`config.mk`:
```
export PLATFORM = sky130hd
export DESIGN_NAME = soc_mem_top
export DESIGN_NICKNAME = d
export VERILOG_FILES = /design/src/rtl/soc_mem_pkg.sv /design/src/rtl/mem_chan_if.sv /design/src/rtl/boot_cfg_sequencer.sv /design/src/rtl/mem_wb_bridge.sv /design/src/rtl/soc_mem_top.sv
export SDC_FILE = /design/constraint.sdc
export NUM_CORES = 1
export LEC_CHECK = 0
export BUFFER_PORTS_ARGS = -buffer_cell sky130_fd_sc_hd__buf_2
export CAP_MARGIN = 20
export CORE_ASPECT_RATIO = 2
export CORE_UTILIZATION = 34
export CTS_CLUSTER_DIAMETER = 120
export DETAILED_ROUTE_END_ITERATION = 10
export PLACE_DENSITY_LB_ADDON = 0.12
export SLEW_MARGIN = 20
export SYNTH_ARGS = -nofsm -noshare
export SYNTH_HDL_FRONTEND = slang
export SYNTH_HIERARCHICAL = 1
export SYNTH_SLANG_ARGS = --single-unit
```
`constraint.sdc`:
```
create_clock -name clk_i -period 5.15 [get_ports clk_i]
set_input_delay 0.7725 -clock clk_i [delete_from_list [all_inputs] [get_ports clk_i]]
set_output_delay 0.7725 -clock clk_i [all_outputs]
set_load 0.02 [all_outputs]
```
`src/rtl/soc_mem_pkg.sv`:
```
package soc_mem_pkg;

   // Physical address and data widths of the memory channel
   localparam int paddr_width_lp  = 40;
   localparam int dword_width_lp  = 64;

   // Wishbone addresses whole dwords, so the three byte bits go away
   localparam int wb_adr_width_lp = paddr_width_lp - 3;
   localparam int wb_sel_width_lp = dword_width_lp / 8;

   // Boot configuration table
   localparam int cfg_entries_lp   = 4;
   localparam int cfg_idx_width_lp = $clog2(cfg_entries_lp);

   // All entries sit inside the configuration space
   localparam logic [paddr_width_lp-1:0] cfg_addr_table_lp [cfg_entries_lp] = '{
      40'h00_0020_0100,
      40'h00_0020_0108,
      40'h00_0020_0110,
      40'h00_0020_0118
   };

   // Coherence mode, hart id, DRAM base, then the freeze word
   localparam logic [dword_width_lp-1:0] cfg_data_table_lp [cfg_entries_lp] = '{
      64'h0000_0000_0000_0001,
      64'h0000_0000_0000_0000,
      64'h0000_0000_8000_0000,
      // Writing zero here releases the freeze
      64'h0000_0000_0000_0000
   };

   // Start of the region where the slave answers with err
   localparam logic [paddr_width_lp-1:0] err_base_addr_lp = 40'h80_0000_0000;

   // Operation of a channel message
   typedef enum logic
   {
      e_mem_rd = 1'b0,
      e_mem_wr = 1'b1
   } mem_op_e;

   // Transfer is 2**size bytes
   typedef enum logic [1:0]
   {
      e_size_1 = 2'd0,
      e_size_2 = 2'd1,
      e_size_4 = 2'd2,
      e_size_8 = 2'd3
   } mem_size_e;

   // Same layout for commands and responses
   // Data is always right-justified in the low bytes
   typedef struct packed
   {
      mem_op_e                   op;
      mem_size_e                 size;
      logic                      err;
      logic [paddr_width_lp-1:0] addr;
      logic [dword_width_lp-1:0] data;
   } mem_msg_s;

endpackage

```
`src/rtl/mem_chan_if.sv`:
```
`timescale 1ns/1ps

interface mem_chan_if
   import soc_mem_pkg::*;
   ();

   // Command direction, valid/ready
   mem_msg_s cmd;
   logic     cmd_v;
   logic     cmd_ready;

   // Response direction, valid/yumi
   // Response holds until yumi arrives with valid
   mem_msg_s resp;
   logic     resp_v;
   logic     resp_yumi;

   // Side that issues commands and consumes responses
   modport requester
     (output cmd
      , output cmd_v
      , input  cmd_ready
      , input  resp
      , input  resp_v
      , output resp_yumi
      );

   // Side that serves commands
   modport responder
     (input  cmd
      , input  cmd_v
      , output cmd_ready
      , output resp
      , output resp_v
      , input  resp_yumi
      );

endinterface

```
`src/rtl/boot_cfg_sequencer.sv`:
```
`timescale 1ns/1ps

module boot_cfg_sequencer
   import soc_mem_pkg::*;
  (input clk_i
   , input rst_n_i

   // Normal requester, held off until boot is done
   , mem_chan_if.responder host

   // Shared path toward the bridge
   , mem_chan_if.requester bus

   , output logic boot_done_o
   );

   // Loader FSM
   typedef enum logic
   {
      e_send = 1'b0,
      e_wait = 1'b1
   } seq_state_e;

   seq_state_e                  state_r;
   logic [cfg_idx_width_lp-1:0] idx_r;
   logic                        done_r;
   logic                        last_entry;

   // Loader side of the hand-over mux
   mem_msg_s cfg_cmd;
   logic     cfg_cmd_v;
   logic     cfg_resp_yumi;

   assign last_entry = (idx_r == cfg_idx_width_lp'(cfg_entries_lp - 1));

   // Full dword write of the current table entry
   always_comb
   begin
      cfg_cmd.op   = e_mem_wr;
      cfg_cmd.size = e_size_8;
      cfg_cmd.err  = 1'b0;
      cfg_cmd.addr = cfg_addr_table_lp[idx_r];
      cfg_cmd.data = cfg_data_table_lp[idx_r];
   end

   // Only one write outstanding at a time
   assign cfg_cmd_v = (state_r == e_send) & ~done_r;

   // Response is taken the cycle it shows up
   assign cfg_resp_yumi = (state_r == e_wait) & bus.resp_v;

   always_ff @(posedge clk_i)
   begin
      if (!rst_n_i)
      begin
         state_r <= e_send;
         idx_r   <= '0;
         done_r  <= 1'b0;
      end
      else
      begin
         case (state_r)
            e_send:
            begin
               // Command handed to the bridge
               if (cfg_cmd_v && bus.cmd_ready)
               begin
                  state_r <= e_wait;
               end
            end
            e_wait:
            begin
               if (cfg_resp_yumi)
               begin
                  state_r <= e_send;
                  if (last_entry)
                  begin
                     // Table exhausted, open the host port
                     done_r <= 1'b1;
                  end
                  else
                  begin
                     idx_r <= idx_r + 1'b1;
                  end
               end
            end
            default:
            begin
               state_r <= e_send;
            end
         endcase
      end
   end

   assign boot_done_o = done_r;

   // Fixed hand-over keyed on done
   // Loader owns the bus first, then the host is wired straight through
   always_comb
   begin
      if (!done_r)
      begin
         bus.cmd        = cfg_cmd;
         bus.cmd_v      = cfg_cmd_v;
         bus.resp_yumi  = cfg_resp_yumi;

         host.cmd_ready = 1'b0;
         host.resp      = '0;
         host.resp_v    = 1'b0;
      end
      else
      begin
         bus.cmd        = host.cmd;
         bus.cmd_v      = host.cmd_v;
         bus.resp_yumi  = host.resp_yumi;

         host.cmd_ready = bus.cmd_ready;
         host.resp      = bus.resp;
         host.resp_v    = bus.resp_v;
      end
   end

   // Host port opens onto an idle bridge
   a_handover_idle: assert property (@(posedge clk_i) disable iff (!rst_n_i)
      $rose(done_r) |-> bus.cmd_ready);

   // Config space must never fault on a loader write
   a_cfg_write_no_err: assert property (@(posedge clk_i) disable iff (!rst_n_i)
      (bus.resp_v && !done_r) |-> !bus.resp.err);

endmodule

```
`src/rtl/mem_wb_bridge.sv`:
```
`timescale 1ns/1ps

module mem_wb_bridge
   import soc_mem_pkg::*;
  (input clk_i
   , input rst_n_i

   // Channel from the sequencer
   , mem_chan_if.responder chan

   // Wishbone master, classic cycles
   , input  logic [dword_width_lp-1:0]  wbm_dat_i
   , output logic [dword_width_lp-1:0]  wbm_dat_o
   , output logic [wb_adr_width_lp-1:0] wbm_adr_o
   , output logic [wb_sel_width_lp-1:0] wbm_sel_o
   , output logic                       wbm_we_o
   , output logic                       wbm_stb_o
   , output logic                       wbm_cyc_o
   , input  logic                       wbm_ack_i
   , input  logic                       wbm_err_i
   );

   typedef enum logic [1:0]
   {
      e_idle = 2'd0,
      e_bus  = 2'd1,
      e_resp = 2'd2
   } bridge_state_e;

   bridge_state_e state_r;

   // Accepted command, held for the whole transaction
   mem_msg_s cmd_r;

   // Captured response payload
   logic [dword_width_lp-1:0] resp_data_r;
   logic                      resp_err_r;

   logic                       cmd_fire;
   logic                       bus_done;
   logic [2:0]                 byte_off;
   logic [wb_sel_width_lp-1:0] size_mask;
   logic [dword_width_lp-1:0]  data_mask;
   logic [dword_width_lp-1:0]  rd_data;

   assign chan.cmd_ready = (state_r == e_idle);
   assign cmd_fire       = chan.cmd_v & chan.cmd_ready;

   // Ack and err both end the cycle
   assign bus_done = (state_r == e_bus) & (wbm_ack_i | wbm_err_i);

   assign byte_off = cmd_r.addr[2:0];

   // Low lanes covered by the transfer size
   always_comb
   begin
      case (cmd_r.size)
         e_size_1: size_mask = 8'h01;
         e_size_2: size_mask = 8'h03;
         e_size_4: size_mask = 8'h0f;
         default:  size_mask = 8'hff;
      endcase
   end

   // Byte lanes widened to a bit mask
   always_comb
   begin
      for (int i = 0; i < wb_sel_width_lp; i++)
      begin
         data_mask[8*i +: 8] = {8{size_mask[i]}};
      end
   end

   // Read bytes brought down to the low end, zero above the size
   assign rd_data = (wbm_dat_i >> {byte_off, 3'b000}) & data_mask;

   // Bus side of the registered command
   assign wbm_adr_o = cmd_r.addr[paddr_width_lp-1:3];
   assign wbm_sel_o = size_mask << byte_off;
   assign wbm_dat_o = cmd_r.data << {byte_off, 3'b000};
   assign wbm_cyc_o = (state_r == e_bus);
   assign wbm_stb_o = (state_r == e_bus);
   assign wbm_we_o  = (state_r == e_bus) & (cmd_r.op == e_mem_wr);

   always_ff @(posedge clk_i)
   begin
      if (!rst_n_i)
      begin
         state_r <= e_idle;
      end
      else
      begin
         case (state_r)
            e_idle:
            begin
               if (cmd_fire)
               begin
                  state_r <= e_bus;
               end
            end
            e_bus:
            begin
               if (bus_done)
               begin
                  state_r <= e_resp;
               end
            end
            e_resp:
            begin
               // Idle again right after the response is consumed
               if (chan.resp_yumi)
               begin
                  state_r <= e_idle;
               end
            end
            default:
            begin
               state_r <= e_idle;
            end
         endcase
      end
   end

   // Payload registers
   always_ff @(posedge clk_i)
   begin
      if (cmd_fire)
      begin
         cmd_r <= chan.cmd;
      end
      if (bus_done)
      begin
         resp_err_r <= wbm_err_i;
         // Writes and faults return no data
         if ((cmd_r.op == e_mem_rd) && !wbm_err_i)
         begin
            resp_data_r <= rd_data;
         end
         else
         begin
            resp_data_r <= '0;
         end
      end
   end

   // Response echoes the command header
   always_comb
   begin
      chan.resp.op   = cmd_r.op;
      chan.resp.size = cmd_r.size;
      chan.resp.err  = resp_err_r;
      chan.resp.addr = cmd_r.addr;
      chan.resp.data = resp_data_r;
   end

   assign chan.resp_v = (state_r == e_resp);

   // Slave never answers both ways at once
   a_ack_err_excl: assert property (@(posedge clk_i) disable iff (!rst_n_i)
      !(wbm_ack_i && wbm_err_i));

   // Offset bits below the size must be zero
   a_cmd_aligned: assert property (@(posedge clk_i) disable iff (!rst_n_i)
      cmd_fire |->
         (({1'b0, chan.cmd.addr[2:0]} & ((4'd1 << chan.cmd.size) - 4'd1)) == 4'd0));

   // Answer only inside a cycle
   a_resp_in_cyc: assert property (@(posedge clk_i) disable iff (!rst_n_i)
      (wbm_ack_i || wbm_err_i) |-> wbm_cyc_o);

endmodule

```
`src/rtl/soc_mem_top.sv`:
```
`timescale 1ns/1ps

module soc_mem_top
   import soc_mem_pkg::*;
  (input clk_i
   , input rst_n_i

   // Host memory channel
   , input  mem_msg_s host_cmd_i
   , input  logic     host_cmd_v_i
   , output logic     host_cmd_ready_o

   , output mem_msg_s host_resp_o
   , output logic     host_resp_v_o
   , input  logic     host_resp_yumi_i

   // High once the configuration table is written
   , output logic boot_done_o

   // Wishbone master
   , input  logic [dword_width_lp-1:0]  wbm_dat_i
   , output logic [dword_width_lp-1:0]  wbm_dat_o
   , output logic [wb_adr_width_lp-1:0] wbm_adr_o
   , output logic [wb_sel_width_lp-1:0] wbm_sel_o
   , output logic                       wbm_we_o
   , output logic                       wbm_stb_o
   , output logic                       wbm_cyc_o
   , input  logic                       wbm_ack_i
   , input  logic                       wbm_err_i
   );

   // Host side, into the loader
   mem_chan_if host_chan ();

   // Loader or host, into the bridge
   mem_chan_if bus_chan ();

   // Host ports onto the channel
   assign host_chan.cmd       = host_cmd_i;
   assign host_chan.cmd_v     = host_cmd_v_i;
   assign host_cmd_ready_o    = host_chan.cmd_ready;

   assign host_resp_o         = host_chan.resp;
   assign host_resp_v_o       = host_chan.resp_v;
   assign host_chan.resp_yumi = host_resp_yumi_i;

   // Boot writes first, then host traffic
   boot_cfg_sequencer
    boot_cfg_sequencer_inst
     (.clk_i(clk_i)
      ,.rst_n_i(rst_n_i)

      ,.host(host_chan.responder)
      ,.bus(bus_chan.requester)

      ,.boot_done_o(boot_done_o)
      );

   // One dword per Wishbone cycle
   mem_wb_bridge
    mem_wb_bridge_inst
     (.clk_i(clk_i)
      ,.rst_n_i(rst_n_i)

      ,.chan(bus_chan.responder)

      ,.wbm_dat_i(wbm_dat_i)
      ,.wbm_dat_o(wbm_dat_o)
      ,.wbm_adr_o(wbm_adr_o)
      ,.wbm_sel_o(wbm_sel_o)
      ,.wbm_we_o(wbm_we_o)
      ,.wbm_stb_o(wbm_stb_o)
      ,.wbm_cyc_o(wbm_cyc_o)
      ,.wbm_ack_i(wbm_ack_i)
      ,.wbm_err_i(wbm_err_i)
      );

endmodule

```
==> run_results.csv, run 1 <==
group,metric,value,unit
outcome,outcome,"finished clean",
global_route,grt_use_total,21.67,%
pwr,power_density,389.1,mW/mm^2
global_route,grt_antenna_before_repair,3,
place,gp_congestion,0.8528,
place,dpl.hpwl,28.71,mm
worst_setup_path,critPathMaxFanout,75,
logic_synthesis,syn-cell-area,0.01146,sq mm
place,postPlaceCellArea,0.01312,sq mm
worst_hold_path,worst_hold_path_type,"reg -> reg",
die,initial_core_util,34.68,%
worst_setup_path,cp-start-kind,"flop",
die,die_h,261.7,microns
die,pin_count,401,
die,core-area,0.03305,sq mm
logic_synthesis,postSynthAreaPerCell,11.02,sq um
clock_network,clock_sink_count,178,
final_layout,drive_gt1_share,41.16,%
timing,rsz0062_at_grt,"no",
job,cap_violations,0,
die,die_w,131.8,microns
place,pre_cts_ws,1.978,ns
global_route,grt_overflow,0,
timing,hold_violations,0,
clock_network,cts-root-buf,"clkbuf_16",
worst_setup_path,cp.required,4.38,ns
timing,finalCritPeriodShare,70.44,%
routing,avgViaCountPerCell,5.058,
clock_network,cts_resized,0,
worst_setup_path,arrival,2.86,ns
place,io_buffers,399,
worst_setup_path,worstSetupPathType,"reg -> out",
clock_network,hold_buffers,0,
final_layout,fin_area,0.01372,sq mm
final_layout,nets,1497,
routing,ant_nets,0,
routing,drc,0,
timing,finClkSkew,0.009817,ns
clock_network,path_clk_slew,0.07,ns
pwr,p_leak,0.005946,uW
routing,first_pass_iters,5,
global_route,grt_max_degree,86,
worst_setup_path,cpPeakStageDelay,0.65,ns
routing,vias,8922,
die,die_area,0.03449,sq mm
clock_network,post_cts_buffers,0,
worst_setup_path,path_cells,"buf_12 -> nor2b_1 -> buf_4 -> a2bb2oi_1 -> o22ai_1 -> buf_2",
global_route,grt_pass1_vias,9286,
logic_synthesis,yosysWarnings,6,
timing,fin_crit,3.628,ns
routing,first_iter_violations,459,
logic_synthesis,synth_fp_nets,1221,
worst_setup_path,critPathSlowestCell,"edfxtp_1",
timing,setup_viol,0,
die,rows,94,
final_layout,syn2layout_area_growth,19.75,%
timing,tightest_slew,1.119,ns
timing,relSlewSlack,25.10,%
worst_setup_path,cp-end-kind,"output pin",
logic_synthesis,syn_inst,1040,
timing,drv_slew,0,
final_layout,fin_util,41.53,%
pwr,irDropWorstVdd,0.2267,mV
pwr,total_power,5339,uW
timing,fmaxAchievable,275.7,MHz
clock_network,cts.path.max_buffers,2,
global_route,grt_pass1_wl,54.83,mm
clock_network,numCtsBuffers,17,
routing,wl_per_cell,21.35,microns
timing,tns,0,ns
clock_network,cts-htree-levels,4,
timing,setup_ws,1.522,ns
routing,totalWireLength,37.67,mm
clock_network,cts_tree,"done",
clock_network,clkLatencyLatePin,0.46,ns
[cells in the final DEF, fill, tap and decap left out, types with 9 or more instances in the layout]
cell	count
a211oi_1	18
buf_2	399
nor2_1	49
a21oi_1	13
edfxtp_1	172
mux2i_1	70
clkbuf_16	17
o32ai_1	9
and2_1	227
o22ai_1	31
nor3_1	9
o21ai_0	9
buf_4	17
mux2_2	67
mux4_2	18
a2bb2oi_1	15
nand2_1	65
nor2b_1	22
[layer usage]
metal | vias to the layer above | GRT usage [%] | routed length, microns
li1 | 4209 | - | -
met1 | 4290 | 20.66 | 12780
met2 | 346 | 42.64 | 21210
met3 | 77 | 3.241 | 1517
met4 | 0 | 14.11 | 2164
met5 | - | 0 | 0
[registers in the layout (all words and copies together), names as in the netlist]
signal,flops
boot_cfg_sequencer_inst/idx_r,2
mem_wb_bridge_inst/resp_data_r,64
boot_cfg_sequencer_inst/state_r,1
boot_cfg_sequencer_inst/boot_done_o,1
mem_wb_bridge_inst/resp_err_r,1
mem_wb_bridge_inst/chan.resp,43
mem_wb_bridge_inst/state_r,2
mem_wb_bridge_inst/cmd_r,64
[final timing paths]
path,from,to,slack (ns),cells after the start
max,mem_wb_bridge_inst/chan.resp[64],wbm_dat_o[36],1.52,6
min reg2reg,mem_wb_bridge_inst/state_r[1],mem_wb_bridge_inst/state_r[0],0.50,1
max reg2reg,mem_wb_bridge_inst/chan.resp[64],mem_wb_bridge_inst/resp_data_r[4],2.32,5
min,mem_wb_bridge_inst/state_r[1],mem_wb_bridge_inst/state_r[0],0.50,1
[where the power goes]
group          switching [uW]  internal (uW)
Combinational            1250            720
Clock                     638            690
Sequential                160           1880
[per-stage QoR]
step	hold WS [ns]	instances
after floorplan	0.4362	1040
final	0.4960	1764
after CTS	0.4895	1761
after global placement	0.4549	1729
after detailed placement	0.4776	1729
after global routing	0.5232	1763
[worst max-delay path: cells and delay by family (launching register included)]
| kind | cells | cell delay, ns |
|---|---|---|
| AOI/OAI and AO/OA | 2 | 0.33 |
| buffers and inverters | 3 | 0.91 |
| DFF | 1 | 0.65 |
| and+or+nand+nor | 1 | 0.43 |
[final cells by class]
type,instances,area [sq um]
antenna,3,7.507
multi-input combinational,697,5130
clock inverter,15,168.9
tap,432,540.5
fill,3331,19320
timing repair buffer,417,2145
sequential,178,5289
clock buffer,17,425.4
inverter,5,18.77
Note: power is estimated with default switching activity, not from simulation.
==> run 2, diff against run 1 <==
==> constraint.sdc (replaced) <==
create_clock -name clk_i -period 3.3 [get_ports clk_i]
set_input_delay 0.495 -clock clk_i [delete_from_list [all_inputs] [get_ports clk_i]]
set_output_delay 0.495 -clock clk_i [all_outputs]
set_load 0.02 [all_outputs]
==> run_results.csv, run 2 (synthesized netlist as in run 1, its figures left out) <==
group,metric,value,unit
die,initial_core_util,34.68,%
worst_setup_path,startpoint,"mem_wb_bridge_inst/chan.resp[65]",
global_route,grt_antenna_before_repair,4,
die,pin_count,401,
worst_setup_path,r2r-start,"mem_wb_bridge_inst/chan.resp[65]",
job,cap_violations,0,
die,rows,94,
global_route,grt_overflow,0,
worst_setup_path,reg2reg_depth,5,
clock_network,path_clk_slew,0.08,ns
die,die_w,131.8,microns
worst_setup_path,worstSetupPathType,"reg -> out",
timing,setup_ws,0.2567,ns
clock_network,post_cts_buffers,0,
final_layout,mostFrequentLayoutCells,"buf_2 (399), and2_1 (227), edfxtp_1 (172)",
timing,fin_crit,3.043,ns
pwr,irDropWorstVdd,0.3840,mV
place,dp_cells,1741,
worst_hold_path,holdPathStages,2,
timing,setup_viol,0,
final_layout,syn2layout_area_growth,21.06,%
worst_setup_path,cp-end-kind,"output pin",
routing,wl_per_cell,21.47,microns
place,dpl.hpwl,28.99,mm
worst_setup_path,arrival,2.55,ns
clock_network,numCtsBuffers,17,
timing,tightest_slew,0.9096,ns
place,io_buffers,399,
worst_setup_path,worstReg2RegEnd,"mem_wb_bridge_inst/resp_data_r[1]",
clock_network,cts-root-buf,"clkbuf_16",
pwr,p_leak,0.006029,uW
worst_setup_path,critPathMaxFanout,88,
timing,hold_ws,0.2894,ns
place,pre_cts_ws,0.7377,ns
clock_network,clkLatencyLatePin,0.46,ns
worst_setup_path,crit_buf_inv,2,
timing,fmaxAchievable,328.6,MHz
routing,ant_nets,0,
global_route,grt_max_degree,99,
routing,wl_met1,12.64,mm
timing,drv_slew,0,
timing,hold_violations,0,
timing,rsz0062_at_grt,"no",
worst_setup_path,r2r_setup_slack,0.96,ns
routing,drc,0,
final_layout,num-fill-cells,3278,
final_layout,nets,1509,
routing,totalWireLength,38.08,mm
worst_setup_path,cp.required,2.80,ns
routing,avgViaCountPerCell,5.029,
worst_hold_path,worst_hold_path_type,"in -> reg",
global_route,grt_pass1_wl,55.15,mm
routing,vias,8921,
die,core-area,0.03305,sq mm
worst_setup_path,path_cells,"buf_12 -> nand2_1 -> o22ai_1 -> buf_2",
worst_hold_path,holdCritStartpoint,"host_cmd_i[72]",
timing,relSlewSlack,38.95,%
routing,first_pass_iters,6,
final_layout,drive_gt1_share,41.69,%
clock_network,cts-htree-levels,4,
global_route,grt_use_total,21.96,%
place,gp_congestion,0.8520,
global_route,grt_pass1_vias,8984,
worst_setup_path,cp-start-kind,"flop",
outcome,outcome,"finished clean",
timing,finClkSkew,0.01210,ns
timing,tns,0,ns
clock_network,cts_tree,"done",
routing,dr_wl_met2,21.96,mm
clock_network,clock_sink_count,178,
worst_setup_path,critPathSlowestCell,"nand2_1",
clock_network,cts.path.max_buffers,2,
routing,first_iter_violations,616,
clock_network,cts_resized,0,
worst_setup_path,path_delay_family,"buffers and inverters",
timing,finalCritPeriodShare,92.22,%
worst_setup_path,cpPeakStageDelay,0.54,ns
die,die_area,0.03449,sq mm
die,die_h,261.7,microns
pwr,power_density,603.5,mW/mm^2
routing,top_layer_used,"met5",
clock_network,hold_buffers,0,
final_layout,fin_cells,1774,
worst_hold_path,holdPathEnd,"mem_wb_bridge_inst/chan.resp[72]",
final_layout,mostFrequentLayoutCell,"buf_2",
routing,route.met3.wl,1.742,mm
-- run 2: changes by cell type in the layout (fill, tap and decap cells not counted), sizes merged --
cell      previous run  this run
buf                417       429
diode                3         1
inv                 12        14
bufinv               1         0
clkinvlp             2         1
-- run 2: worst max-delay path by stage --
| stage | end | slack [ns] | cells after the start |
|---|---|---|---|
| after floorplan | mem_wb_bridge_inst/resp_data_r[0] | 0.24 | 2 |
| after global placement | wbm_dat_o[35] | 0.74 | 4 |
| after detailed placement | wbm_dat_o[35] | 0.74 | 4 |
| after CTS | wbm_dat_o[35] | 0.20 | 4 |
| after global routing | wbm_dat_o[35] | 0.15 | 4 |
| final | wbm_dat_o[35] | 0.26 | 4 |
-- run 2: worst reg2reg max path, cell delays in order (launching register included) --
cell and delay [ns]:
edfxtp_1 0.42, buf_12 0.41, buf_4 0.40, mux2_2 0.38
mux2i_1 0.27, o32ai_1 0.19
-- run 2: stage by stage --
step | total power (uW) | area (sq um) | utilization (%)
3_5_place_dp | 6406 | 13290 | 40.21
6_report | 8374 | 13870 | 41.98
3_3_place_gp | 6381 | 13290 | 40.21
2_1_floorplan | 5469 | 11460 | -
4_1_cts | 8449 | 13870 | 41.97
5_1_grt | 8760 | 13870 | 41.97
-- run 2: per-layer routing --
metal	track usage, %	vias up
met5	0	-
met4	11.89	4
met3	3.665	75
met2	44.14	348
met1	20.85	4264
li1	-	4230
-- run 2: final cells by class --
class / instances / area (sq um) / area share (%)
antenna: 1 / 2.502 / 0.01804
tap: 432 / 540.5 / 3.896
clock buffer: 17 / 425.4 / 3.066
inverter: 5 / 18.77 / 0.1353
clock inverter: 15 / 158.9 / 1.145
timing repair buffer: 429 / 2310 / 16.65
multi-input combinational: 697 / 5130 / 36.97
sequential: 178 / 5289 / 38.12
-- run 2: where the power goes --
group          leakage, uW  total, uW  internal [uW]  switching [uW]
clock network     0.000285       2040           1010            1020
logic              0.00400       3160           1210            1960
registers          0.00174       3170           2940             237
==> run 3, diff against run 2 <==
--- a/config.mk
+++ b/config.mk
@@ -12,6 +12,7 @@
 export CTS_CLUSTER_DIAMETER = 120
 export DETAILED_ROUTE_END_ITERATION = 10
 export PLACE_DENSITY_LB_ADDON = 0.12
+export SETUP_SLACK_MARGIN = 0.5
 export SLEW_MARGIN = 20
 export SYNTH_ARGS = -nofsm -noshare
 export SYNTH_HDL_FRONTEND = slang
==> run_results.csv, run 3 (synthesized netlist as in run 1, its figures left out) <==
group,metric,value,unit
outcome,outcome,"finished clean",
routing,first_pass_iters,4,
timing,setup_ws,0.5758,ns
routing,vias,8835,
timing,finalCritPeriodShare,82.55,%
place,dpl.hpwl,28.88,mm
timing,fmaxAchievable,367.1,MHz
pwr,power_density,604.3,mW/mm^2
clock_network,hold_buffers,0,
worst_hold_path,worst_hold_path_type,"in -> reg",
final_layout,drive_gt1_share,41.85,%
clock_network,numCtsBuffers,17,
global_route,grt_antenna_before_repair,2,
global_route,grt_overflow,0,
die,pin_count,401,
global_route,grt_pass1_vias,8979,
place,gp_congestion,0.8839,
worst_setup_path,cpPeakStageDelay,0.53,ns
final_layout,nets,1506,
worst_setup_path,critPathMaxFanout,29,
die,core-area,0.03305,sq mm
worst_hold_path,holdCritStartpoint,"host_cmd_i[107]",
routing,avgViaCountPerCell,4.986,
clock_network,cts_tree,"done",
worst_setup_path,cp-start-kind,"flop",
clock_network,clock_sink_count,178,
worst_setup_path,cp-end-kind,"output pin",
timing,finClkSkew,0.01026,ns
clock_network,cts.path.max_buffers,2,
worst_setup_path,path_cells,"inv_2 -> buf_6 -> nor2_1 -> a211oi_1 -> buf_2",
clock_network,cts-root-buf,"clkbuf_16",
die,rows,94,
clock_network,clkLatencyLatePin,0.45,ns
timing,relSlewSlack,40.08,%
place,pre_cts_ws,0.8004,ns
clock_network,path_clk_slew,0.07,ns
place,postPlaceCellArea,0.01321,sq mm
final_layout,mostFrequentLayoutCells,"buf_2 (399), and2_1 (227), edfxtp_1 (172)",
timing,hold_violations,0,
worst_setup_path,r2r-start,"mem_wb_bridge_inst/chan.resp[64]",
routing,drc,0,
timing,setup_viol,0,
routing,wl_per_cell,21.24,microns
final_layout,mostFrequentLayoutCell,"buf_2",
clock_network,cts-htree-levels,4,
final_layout,num-fill-cells,3298,
timing,fin_crit,2.724,ns
worst_setup_path,arrival,2.23,ns
global_route,grt_max_degree,225,
worst_setup_path,startpoint,"mem_wb_bridge_inst/chan.resp[64]",
worst_setup_path,cp.required,2.80,ns
timing,tns,0,ns
job,cap_violations,0,
timing,drv_slew,0,
pwr,irDropWorstVdd,0.4509,mV
pwr,p_leak,0.006015,uW
die,initial_core_util,34.68,%
die,die_w,131.8,microns
die,die_area,0.03449,sq mm
routing,totalWireLength,37.65,mm
final_layout,fin_util,42.02,%
routing,first_iter_violations,442,
timing,tightest_slew,0.8955,ns
final_layout,fin_area,0.01389,sq mm
timing,rsz0062_at_grt,"yes",
global_route,grt_use_total,21.75,%
timing,hold_ws,0.2935,ns
worst_setup_path,worstSetupPathType,"reg -> out",
die,die_h,261.7,microns
place,io_buffers,399,
final_layout,multi_input_area,0.005147,sq mm
worst_setup_path,critPathSlowestCell,"edfxtp_1",
routing,ant_nets,0,
final_layout,seqCellArea,0.005289,sq mm
final_layout,syn2layout_area_growth,21.17,%
global_route,grt_pass1_wl,54.50,mm
[run 3: cell types whose count changed in the layout (fill, tap and decap cells not counted), moves of 3 or more]
cell	delta
buf_4	-8
buf_6	+5
buf_12	-3
buf_8	+3
[run 3: timing repair]
action	CTS	global route
pin swaps	0	0
setup endpoints to repair	23	31
resized for setup	7	11
buffers inserted	0	3
[run 3: worst max-delay path: cells and delay by family (launching register included)]
kind                   cells  cell delay, ns
AO/OA/AOI/OAI              1            0.23
buffers and inverters      3            0.92
flip-flops                 1            0.53
AND/OR/NAND/NOR            1            0.08
[run 3: report_power, final]
group / internal (uW) / switching, uW
Combinational: 1190 / 1950
Clock: 1080 / 997
Sequential: 2940 / 234
[run 3: layout make-up]
class | count | area share, %
Multi-Input combinational cell | 697 | 37.07
Inverter | 5 | 0.1532
Timing Repair Buffer | 426 | 16.50
Antenna cell | 2 | 0.03604
Clock inverter | 14 | 1.180
Clock buffer | 18 | 3.090
Sequential cell | 178 | 38.08
Tap cell | 432 | 3.892
[run 3: worst paths after layout]
path / endpoint / slack [ns] / cells past startpoint
worst max-delay path: wbm_sel_o[6] / 0.58 / 5
worst min-delay path: mem_wb_bridge_inst/chan.resp[107] / 0.29 / 2
worst min register to register: mem_wb_bridge_inst/state_r[0] / 0.48 / 1
worst max register to register: mem_wb_bridge_inst/resp_data_r[18] / 0.99 / 5
[run 3: metrics by stage]
step                      instances  total power [uW]
after floorplan                1040              5468
after detailed placement       1735              6356
after CTS                      1767              8469
after global routing           1771              8787
final                          1772              8392
after global placement         1735              6338
[run 3: metal layers]
metal  global-route usage [%]  part of all wire, %  vias up
met3                    3.356                  4.0       77
met4                    13.05                  4.9        0
li1                         -                    -     4226
met1                    20.42                   34     4210
met2                    43.62                   57      322
met5                        0                    0        -
